`src/launcher_defines.svh`:
```
`ifndef LAUNCHER_DEFINES_SVH
`define LAUNCHER_DEFINES_SVH

////////////////////////////////////////
// A/D converters
////////////////////////////////////////
`define ADC_BITS      12     // Bits per sample
`define ADC_PERIOD    16     // Clocks per conversion, one cs pulse each

// Offsets added to the held words
`define BIAS_A0       5      // Output current
`define BIAS_A1       5      // Cap voltage
`define BIAS_B0       5      // Spare
`define BIAS_B1       6      // Output voltage

////////////////////////////////////////
// Resistance divider
////////////////////////////////////////
`define DIV_LATENCY   17     // Strobe to result valid
`define MIN_CURRENT   32     // Decoded DN, below this no reading

////////////////////////////////////////
// Continuity meter
////////////////////////////////////////
`define HOLDOFF_BITS  25     // Retrigger period is the counter wrap
`define TEST_PULSE    96     // Pulse high for holdoff 1 to 95
`define SETTLE_END    257    // First holdoff count that accumulates
`define ACCUM_END     4096   // End of accumulation and open check
`define OPEN_CODE     'h3DC  // Decoded open circuit marker
`define LED_LO        'h020  // 1 ohm in 6.5 format
`define LED_HI        'h200  // 16 ohms in 6.5 format

`endif

```
`src/launcher_pkg.sv`:
```
`default_nettype none

`include "launcher_defines.svh"

package launcher_pkg;

	typedef logic [`ADC_BITS-1:0] adc_word_t;  // Raw A/D sign format
	typedef logic [`ADC_BITS-2:0] adc_mag_t;   // Decoded magnitude, positive only
	typedef logic [`ADC_BITS-1:0] ohms_t;      // A/D format, 6.5 ohms once decoded

	// One conversion of all four channels
	typedef struct packed {
		adc_word_t a0; // Output current
		adc_word_t a1; // Cap voltage
		adc_word_t b0; // Spare
		adc_word_t b1; // Output voltage
	} adc_frame_t;

	typedef struct packed {
		logic  valid; // One cycle pulse per good reading
		ohms_t ohms;
	} ohms_result_t;

	// Negative half clips to zero
	function automatic adc_mag_t adc_decode(input adc_word_t w);
		return w[`ADC_BITS-1] ? '0 : ~w[`ADC_BITS-2:0];
	endfunction

	function automatic adc_word_t adc_encode(input adc_mag_t m);
		return {1'b0, ~m}; // Back to A/D format
	endfunction

endpackage

`default_nettype wire

```
`src/adc_serial_rx.sv`:
```
`timescale 1ns/10ps
`default_nettype none

`include "launcher_defines.svh"

module adc_serial_rx (
	input  wire logic                clk,
	input  wire logic                reset,
	input  wire logic [1:0]          i_ad_sdata_a, // [0] current, [1] cap volts
	input  wire logic [1:0]          i_ad_sdata_b, // [0] spare, [1] output volts
	output logic                     o_ad_cs,
	output launcher_pkg::adc_frame_t o_frame,
	output logic                     o_strobe
);

	localparam int DIV_W      = $clog2(`ADC_PERIOD);
	localparam int NUM_CH     = 4;
	localparam int LOAD_TAP   = 0;                         // Starts the load walk
	localparam int HOLD_TAP   = LOAD_TAP + `ADC_BITS + 1;  // After bit 0 lands
	localparam int STROBE_TAP = `ADC_PERIOD - 1;           // One edge after hold

	logic [DIV_W-1:0]                          cs_div;    // Conversion counter
	logic [`ADC_PERIOD-1:0]                    cs_dly;    // cs history
	logic [`ADC_BITS-1:0]                      load_oh;   // One hot bit select
	logic [NUM_CH-1:0]                         serial_in;
	launcher_pkg::adc_word_t [NUM_CH-1:0]      shift_w;   // Words being received
	launcher_pkg::adc_word_t [NUM_CH-1:0]      hold_w;    // Last complete frame

	////////////////////////////////////////
	// Chip select and event timing
	////////////////////////////////////////

	always_ff @(posedge clk) begin
		if (reset) begin
			cs_div  <= DIV_W'(`ADC_PERIOD - 1); // cs stays low out of reset
			cs_dly  <= '0;
			load_oh <= '0;
		end else begin
			cs_div  <= (cs_div == '0) ? DIV_W'(`ADC_PERIOD - 1) : cs_div - 1'b1;
			cs_dly  <= {cs_dly[`ADC_PERIOD-2:0], o_ad_cs};
			load_oh <= {cs_dly[LOAD_TAP], load_oh[`ADC_BITS-1:1]}; // Walks MSB to LSB
		end
	end

	assign o_ad_cs = (cs_div == '0); // One cycle in every ADC_PERIOD

	////////////////////////////////////////
	// Serial capture
	////////////////////////////////////////

	// Channel order matches the frame
	assign serial_in = {i_ad_sdata_b[1], i_ad_sdata_b[0], i_ad_sdata_a[1], i_ad_sdata_a[0]};

	always_ff @(posedge clk) begin
		for (int ch = 0; ch < NUM_CH; ch++) begin
			for (int b = 0; b < `ADC_BITS; b++) begin
				if (load_oh[b])
					shift_w[ch][b] <= serial_in[ch]; // Only the selected bit moves
			end
		end
		if (cs_dly[HOLD_TAP])
			hold_w <= shift_w; // Whole frame at once
	end

	// Bias correction on the held words
	assign o_frame.a0 = hold_w[0] + launcher_pkg::adc_word_t'(`BIAS_A0);
	assign o_frame.a1 = hold_w[1] + launcher_pkg::adc_word_t'(`BIAS_A1);
	assign o_frame.b0 = hold_w[2] + launcher_pkg::adc_word_t'(`BIAS_B0);
	assign o_frame.b1 = hold_w[3] + launcher_pkg::adc_word_t'(`BIAS_B1);

	assign o_strobe = cs_dly[STROBE_TAP]; // New frame is already stable

endmodule

`default_nettype wire

```
`src/ohm_divider.sv`:
```
`timescale 1ns/10ps
`default_nettype none

`include "launcher_defines.svh"

// R = V / I in native A/D units
// Radix 4 with one load cycle and then two quotient bits per cycle
module ohm_divider (
	input  wire logic                       clk,
	input  wire logic                       reset,
	input  wire launcher_pkg::adc_frame_t   i_frame,
	input  wire logic                       i_strobe,
	output launcher_pkg::ohms_result_t      o_result
);

	localparam int MAG_W   = `ADC_BITS - 1;
	localparam int SCALE   = 15;                 // Voltage prescale
	localparam int NUM_W   = MAG_W + SCALE + 1;  // Leading zero keeps the first pair clear
	localparam int REM_W   = MAG_W + 1;
	localparam int WIN_W   = REM_W + 2;          // Remainder plus next dividend pair
	localparam int DEN_W   = MAG_W + 2;          // Holds 3x current
	localparam int Q_W     = 30;                 // 15 steps of 2 bits
	localparam int OUT_LSB = 8;
	localparam int OUT_MSB = OUT_LSB + MAG_W - 1;
	localparam int VLD_W   = `DIV_LATENCY - 1;   // Output register adds the last cycle

	launcher_pkg::adc_mag_t cur_in, volt_in;     // Decoded at the strobe
	launcher_pkg::adc_mag_t cur_q;               // 1x current
	logic [DEN_W-1:0]       twice_q, thrice_q;
	logic [NUM_W-1:0]       numer_q;             // Dividend bits still to shift in
	logic [REM_W-1:0]       rem_q;
	logic [Q_W-1:0]         quot_q;
	logic [WIN_W-1:0]       window, trial1, trial2, trial3, rem_next;
	logic [1:0]             qbits;
	logic [VLD_W-1:0]       vld_q;
	logic                   done, cur_ok;
	launcher_pkg::adc_mag_t q_mag;
	logic                   res_valid;
	launcher_pkg::ohms_t    res_ohms;

	always_comb begin
		cur_in = launcher_pkg::adc_decode(i_frame.a0);
		if (cur_in == '0)
			cur_in = launcher_pkg::adc_mag_t'(1); // Never divide by zero
		volt_in = launcher_pkg::adc_decode(i_frame.b1);
	end

	////////////////////////////////////////
	// Trial subtraction of 2 bits per cycle
	////////////////////////////////////////

	assign window = {rem_q, numer_q[NUM_W-1 -: 2]};
	assign trial1 = window - {3'b000, cur_q};
	assign trial2 = window - {1'b0, twice_q};
	assign trial3 = window - {1'b0, thrice_q};

	always_comb begin
		if (!trial3[WIN_W-1]) begin
			qbits    = 2'd3;
			rem_next = trial3;
		end else if (!trial2[WIN_W-1]) begin
			qbits    = 2'd2;
			rem_next = trial2;
		end else if (!trial1[WIN_W-1]) begin
			qbits    = 2'd1;
			rem_next = trial1;
		end else begin
			qbits    = 2'd0; // Remainder passes through
			rem_next = window;
		end
	end

	always_ff @(posedge clk) begin
		if (i_strobe) begin // Load a new problem
			cur_q    <= cur_in;
			twice_q  <= {1'b0, cur_in, 1'b0};
			thrice_q <= {1'b0, cur_in, 1'b0} + {2'b00, cur_in};
			numer_q  <= {1'b0, volt_in, {SCALE{1'b0}}};
			rem_q    <= '0;
			quot_q   <= '0;
		end else begin
			numer_q  <= {numer_q[NUM_W-3:0], 2'b00};
			rem_q    <= rem_next[REM_W-1:0]; // Always below current
			quot_q   <= {quot_q[Q_W-3:0], qbits};
		end
	end

	////////////////////////////////////////
	// Result timing and scaling
	////////////////////////////////////////

	assign done   = vld_q[VLD_W-1];
	assign cur_ok = (cur_q > launcher_pkg::adc_mag_t'(`MIN_CURRENT)); // Enough current to trust
	assign q_mag  = (|quot_q[Q_W-1:OUT_MSB+1]) ? '0 : quot_q[OUT_MSB:OUT_LSB]; // 6.5 ohms

	always_ff @(posedge clk) begin
		if (reset) begin
			vld_q     <= '0;
			res_valid <= 1'b0;
		end else begin
			vld_q     <= {vld_q[VLD_W-2:0], i_strobe};
			res_valid <= done && cur_ok;
		end
	end

	always_ff @(posedge clk) begin
		if (done)
			res_ohms <= launcher_pkg::adc_encode(cur_ok ? q_mag : '0);
	end

	assign o_result.valid = res_valid;
	assign o_result.ohms  = res_ohms;

endmodule

`default_nettype wire

```
`src/continuity_meter.sv`:
```
`timescale 1ns/10ps
`default_nettype none

`include "launcher_defines.svh"

module continuity_meter (
	input  wire logic                         clk,
	input  wire logic                         reset,
	input  wire logic                         i_test_enable,
	input  wire launcher_pkg::ohms_result_t   i_result,
	output logic                              o_test_pwm,
	output launcher_pkg::ohms_t               o_igniter_res,
	output logic                              o_res_valid,
	output logic                              o_cont_led
);

	typedef logic [`HOLDOFF_BITS-1:0] holdoff_t;

	localparam int       SUM_W     = 18;  // 128 samples of 11 bits
	localparam holdoff_t PULSE_END = holdoff_t'(`TEST_PULSE);
	localparam holdoff_t SETTLE    = holdoff_t'(`SETTLE_END);
	localparam holdoff_t ACCUM     = holdoff_t'(`ACCUM_END);
	localparam holdoff_t LED_TICK  = ACCUM + 1'b1; // Result settled by now

	holdoff_t               holdoff;
	logic [SUM_W-1:0]       sum_q, sum_next;
	logic [7:0]             cnt_q, cnt_next;
	launcher_pkg::adc_mag_t sample, mean, res_mag;
	logic                   in_window, take, mean_hit, open_hit;

	////////////////////////////////////////
	// Holdoff and test pulse
	////////////////////////////////////////

	always_ff @(posedge clk) begin
		if (reset)
			holdoff <= '0;
		else
			holdoff <= i_test_enable ? holdoff + 1'b1 : '0; // Wrap retriggers
	end

	assign o_test_pwm = (holdoff != '0) && (holdoff < PULSE_END);

	////////////////////////////////////////
	// Averaging
	////////////////////////////////////////

	assign in_window = (holdoff >= SETTLE) && (holdoff < ACCUM);
	assign take      = in_window && i_result.valid;
	assign open_hit  = (holdoff == ACCUM) && (cnt_q <= 8'd3); // Too few readings

	always_comb begin
		sample   = launcher_pkg::adc_decode(i_result.ohms);
		sum_next = sum_q + SUM_W'(sample);
		cnt_next = (cnt_q == '1) ? cnt_q : cnt_q + 1'b1; // Saturate
		mean_hit = 1'b1;
		case (cnt_next) // Divide by the power of two
			8'd4:    mean = sum_next[12:2];
			8'd8:    mean = sum_next[13:3];
			8'd16:   mean = sum_next[14:4];
			8'd32:   mean = sum_next[15:5];
			8'd64:   mean = sum_next[16:6];
			8'd128:  mean = sum_next[17:7];
			default: begin
				mean     = '0;
				mean_hit = 1'b0;
			end
		endcase
	end

	always_ff @(posedge clk) begin
		if (reset) begin
			cnt_q       <= '0;
			sum_q       <= '0;
			o_res_valid <= 1'b0;
		end else if (holdoff == '0) begin // Idle, restart the average
			cnt_q <= '0;
			sum_q <= '0;
		end else if (take) begin
			cnt_q <= cnt_next;
			sum_q <= sum_next;
			if (mean_hit)
				o_res_valid <= 1'b1; // Sticky
		end else if (open_hit) begin
			cnt_q       <= '0;
			sum_q       <= '0;
			o_res_valid <= 1'b1;
		end
	end

	always_ff @(posedge clk) begin
		if (take && mean_hit)
			o_igniter_res <= launcher_pkg::adc_encode(mean);
		else if (open_hit)
			o_igniter_res <= launcher_pkg::adc_encode(launcher_pkg::adc_mag_t'(`OPEN_CODE));
	end

	////////////////////////////////////////
	// Continuity LED, 1 to 16 ohms
	////////////////////////////////////////

	assign res_mag = launcher_pkg::adc_decode(o_igniter_res);

	always_ff @(posedge clk) begin
		if (reset || !i_test_enable)
			o_cont_led <= 1'b0;
		else if (holdoff == LED_TICK)
			o_cont_led <= (res_mag >= launcher_pkg::adc_mag_t'(`LED_LO)) &&
			              (res_mag <  launcher_pkg::adc_mag_t'(`LED_HI));
	end

endmodule

`default_nettype wire

```
`src/continuity_top.sv`:
```
`timescale 1ns/10ps
`default_nettype none

module continuity_top (
	input  wire logic                clk,
	input  wire logic                reset,
	input  wire logic [1:0]          i_ad_sdata_a,
	input  wire logic [1:0]          i_ad_sdata_b,
	input  wire logic                i_test_enable,  // Level, high runs the meter
	output logic                     o_ad_cs,
	output launcher_pkg::adc_frame_t o_adc,          // Monitor copy of the frame
	output logic                     o_adc_strobe,
	output logic                     o_test_pwm,
	output launcher_pkg::ohms_t      o_igniter_res,
	output logic                     o_res_valid,
	output logic                     o_cont_led
);

	launcher_pkg::ohms_result_t res; // Divider to meter

	// Free running A/D front end
	adc_serial_rx u_rx (
		.clk          (clk),
		.reset        (reset),
		.i_ad_sdata_a (i_ad_sdata_a),
		.i_ad_sdata_b (i_ad_sdata_b),
		.o_ad_cs      (o_ad_cs),
		.o_frame      (o_adc),
		.o_strobe     (o_adc_strobe)
	);

	ohm_divider u_div (
		.clk      (clk),
		.reset    (reset),
		.i_frame  (o_adc),
		.i_strobe (o_adc_strobe),
		.o_result (res)
	);

	continuity_meter u_meter (
		.clk           (clk),
		.reset         (reset),
		.i_test_enable (i_test_enable),
		.i_result      (res),
		.o_test_pwm    (o_test_pwm),
		.o_igniter_res (o_igniter_res),
		.o_res_valid   (o_res_valid),
		.o_cont_led    (o_cont_led)
	);

endmodule

`default_nettype wire

```
`config.mk`:
```
export PLATFORM = sky130hd
export DESIGN_NAME = continuity_top
export DESIGN_NICKNAME = d
export VERILOG_FILES = /design/src/launcher_pkg.sv /design/src/adc_serial_rx.sv /design/src/ohm_divider.sv /design/src/continuity_meter.sv /design/src/continuity_top.sv
export VERILOG_INCLUDE_DIRS = /design/src
export SDC_FILE = /design/constraint.sdc
export NUM_CORES = 1
export LEC_CHECK = 0
export BUFFER_PORTS_ARGS = -buffer_cell sky130_fd_sc_hd__buf_4
export CAP_MARGIN = 10
export CORE_MARGIN = 2
export CORE_UTILIZATION = 30
export CTS_CLUSTER_SIZE = 40
export DETAILED_ROUTE_END_ITERATION = 16
export GPL_TIMING_DRIVEN = 0
export PLACE_DENSITY = 0.5
export SYNTH_ARGS = -nofsm -noshare
export SYNTH_HDL_FRONTEND = slang
export SYNTH_SLANG_ARGS = --single-unit
export TNS_END_PERCENT = 20
```
`constraint.sdc`:
```
create_clock -name clk -period 3.1 [get_ports clk]
set_input_delay 0.62 -clock clk [delete_from_list [all_inputs] [get_ports clk]]
set_output_delay 0.62 -clock clk [all_outputs]
set_load 0.05 [all_outputs]
```
==> results.json <==
{
  "status": "finished clean",
  "htreeDepth": 2,
  "holdPathEnd": "u_rx.shift_w[1]",
  "avgSynthCellArea_sq_um": 10.39,
  "via_per_inst": 4.797,
  "grt_use_total_pct": 13.64,
  "cts-root-buf": "clkbuf_16",
  "internal_power_mw": 8.046,
  "stdcell_count": 2115,
  "setup_viol": 0,
  "holdPathStages": 1,
  "synth_simple_gate_area_share_pct": 18.21,
  "port_buffers": 70,
  "slew_headroom_pct": 34.38,
  "diodes": 0,
  "reg2regPathDepth": 12,
  "synth_area_sq_um": 13940,
  "ys_seq_area_share_pct": 51.06,
  "synthCells": 1342,
  "yosysUniqueCellTypes": 82,
  "fin_crit_sh_pct": 99.52,
  "cts_buffers": 35,
  "worstSetupEndpointType": "flip-flop",
  "leakage_nw": 6.427,
  "setup_slack_ps": 14.73,
  "gp_congestion": 0.8213,
  "drv_cap": 0,
  "final-max-slew-violation-count": 0,
  "synth_compound_area_share_pct": 12.42,
  "synth_ff_type": "dfxtp_1",
  "min_path_type": "in -> reg",
  "synthMuxAreaShare_pct": 0.9874,
  "worstMarginPinSlew_ps": 983.0,
  "cts_tree": "done",
  "p_clk_share_pct": 36.8,
  "rr_startpoint": "u_rx.hold_w[0]",
  "synth_warnings": 0,
  "synth_top_family_by_area": "simple AND/OR/NAND/NOR gates",
  "synthAdderAreaFrac_pct": 6.643,
  "worst-endpoint-required_ps": 3370,
  "fmax_mhz": 324.1,
  "cts_num_sinks": 285,
  "synth-edff-count": 141,
  "powerDensity_nw_per_um2": 664.4,
  "postCtsHoldBufs": 0,
  "critical_path_class": "reg -> reg",
  "dpl.hpwl_mm": 23.82,
  "min-delay-start": "i_ad_sdata_a[0]",
  "switching_power_mw": 3.346,
  "total_power_mw": 11.39,
  "grt_pass1_vias": 9775,
  "drt-initial-drc-count": 561,
  "antenna_left": 0,
  "drt_wl_total_mm": 32.32,
  "combPwrFrac_pct": 25.0,
  "top_level_ports": 72,
  "seqPwrFrac_pct": 38.3,
  "busiest_layer": "met2",
  "rsz0062_at_grt": "yes",
  "clk_latency_ps": 540,
  "synth_fp_nets": 1420,
  "syn_to_final_growth_pct": 23.01,
  "ys_async_sr_fraction_pct": 0,
  "rrSetupSlack_ps": 10,
  "start_kind": "flip-flop",
  "post-place-ws_ps": -439.4,
  "dr.pass1.iters": 7,
  "grt_first_pass_wirelength_mm": 52.21,
  "finalCriticalPeriod_ps": 3085,
  "clkTransAtPathRegs_ps": 60,
  "crit_fanout": 4,
  "synth-seq-cells": 285,
  "peakVddDrop_uv": 456.7,
  "die_height_um": 219.6,
  "grt_max_degree": 40,
  "dp.cells": 2013,
  "nNetsFinal": 1566,
  "drc": 0,
  "core_region_area_sq_um": 45580,
  "synth-xor-area-share_pct": 7.145,
  "fp.dieW_um": 219.6,
  "final-hold-violation-count": 0,
  "routed-via-count": 10150,
  "r2r_end": "u_div.thrice_q[11]",
  "layout-drive-gt1-share_pct": 17.89,
  "fin_worst_skew_ps": 18.94,
  "gr-total-overflow": 0,
  "final_common_cell": "edfxtp_1",
  "switching_share_pct": 29.37,
  "wl_per_cell_um": 15.28,
  "dieArea_sq_um": 48200,
  "start_util_pct": 30.58,
  "grt_util_met3_pct": 3.285,
  "grt_use_met1_pct": 17.38,
  "rows": 78,
  "final_cell_mix": "141 x edfxtp_1, 140 x dfxtp_1, 114 x buf_4, 113 x nor2_1, 93 x nand2_1",
  "antenna_found_initial": 0,
  "global_route.usage.met2_pct": 22.86,
  "arrival_ps": 3360,
  "clockBufferDepth": 3
}
## cells by family after synthesis
| kind of cell | after synthesis |
|---|---|
| adder cells (fa/ha/maj) | 71 |
| multiplexers | 13 |
| other | 1 |
| flip-flops | 285 |
| buffers and inverters | 118 |
| AO/OA/AOI/OAI | 251 |
| XOR/XNOR | 112 |
| AND/OR/NAND/NOR | 491 |
## layout make-up
class	count	area, sq um
buffer	45	234.0
clock inverter	22	265.3
inverter	73	274.0
multi-input combinational	939	6734
clock buffer	42	932.1
fill	4502	28430
tap	600	750.7
sequential	285	7124
timing repair buffer	109	830.8
## worst max-delay path by stage
| stage | from | cells after the start | end |
|---|---|---|---|
| 3_5_place_dp | u_div.numer_q[26] | 12 | u_div.rem_q[7] |
| 4_1_cts | u_rx.hold_w[5] | 14 | u_div.thrice_q[11] |
| 6_report | u_rx.hold_w[0] | 12 | u_div.thrice_q[11] |
| 2_1_floorplan | u_rx.hold_w[0] | 12 | u_div.thrice_q[11] |
| 3_3_place_gp | u_div.numer_q[26] | 12 | u_div.rem_q[7] |
| 5_1_grt | u_rx.hold_w[0] | 12 | u_div.thrice_q[11] |
## repair_timing
| action | in CTS | in global routing |
|---|---|---|
| endpoints found under the hold margin | 0 | 0 |
| gates resized for setup | 27 | 29 |
| setup buffers | 16 | 22 |
| setup endpoints to repair | 39 | 54 |
| cloned | 0 | 0 |
| pin swaps | 10 | 20 |
## layer usage
metal	wire, um	vias up
met4	630	0
met5	0	-
met1	14610	4794
met2	15290	181
met3	1779	48
li1	-	5123
## state kept, by name, summed over array words and instances (netlist names), 12 cells and up
| register | cells |
|---|---|
| u_div.numer_q | 12 |
| u_div.quot_q | 30 |
| u_div.rem_q | 12 |
| u_div.thrice_q | 13 |
| u_div.vld_q | 16 |
| u_meter.holdoff | 25 |
| u_meter.sum_q | 18 |
| u_rx.hold_w | 48 |
| u_rx.shift_w | 48 |
## power groups by stage
stage                     Clock, mW  Sequential, mW  Combinational, mW
after floorplan                   0            4.36               2.04
after global placement            0            4.44               2.52
after detailed placement          0            4.44               2.53
after CTS                      4.35            4.36               2.66
after global routing           4.47            4.39               3.17
final                          4.19            4.36               2.85
## per-stage QoR
stage / hold WS (ps) / area (sq um) / util [%] / setup TNS [ps]
2_1_floorplan: 371.0 / 14120 / - / -26.35
3_3_place_gp: 383.4 / 15400 / 33.79 / -8599
3_5_place_dp: 382.1 / 15420 / 33.84 / -8414
4_1_cts: 315.6 / 16860 / 37.00 / -374.8
5_1_grt: 342.7 / 17150 / 37.62 / -359.4
6_report: 345.5 / 17150 / 37.62 / 0
## worst max-delay path: stages, from the launching register on
cell and delay, ps:
edfxtp_1 420, ha_2 280, o21ai_2 140, nor2_1 170, nand4_1 220, xnor2_4 190
or2_2 290, inv_1 120, ha_1 290, a21oi_1 220, o21ai_2 100, a31o_2 260
xor2_1 130
## synthesized netlist by cell type, drive strengths merged (4+ instances only)
cell	n	area (sq um)
o31a	5	43.79
inv	73	274.0
nor3	29	145.1
or3	9	56.30
o2111ai	9	78.83
nand2	94	352.8
or2	8	50.05
o21a	15	112.6
and2	6	37.54
a31oi	13	87.58
nor4	18	142.6
o211ai	10	80.07
o22ai	4	25.02
a22o	5	43.79
a221oi	5	50.04
o31ai	4	30.03
nand4	20	125.1
nand3b	5	37.54
nand2b	15	93.84
a21o	17	127.6
buf	13	93.84
fa	5	100.1
xnor2	64	575.6
mux2	6	67.56
edfxtp	141	4234
nand3	44	220.2
o21bai	6	45.04
o221ai	5	43.79
and3	22	142.6
or4	11	82.58
nor2	118	445.4
xor2	48	420.4
a31o	7	61.31
nor2b	79	494.2
clkbuf	32	120.1
mux2i	7	70.07
a21oi	65	340.3
o21ai	44	220.2
ha	66	825.8
a22oi	6	45.04
a311oi	6	52.55
a211oi	7	57.55
dfxtp	144	2883
Power figures use the tool's default switching activity.
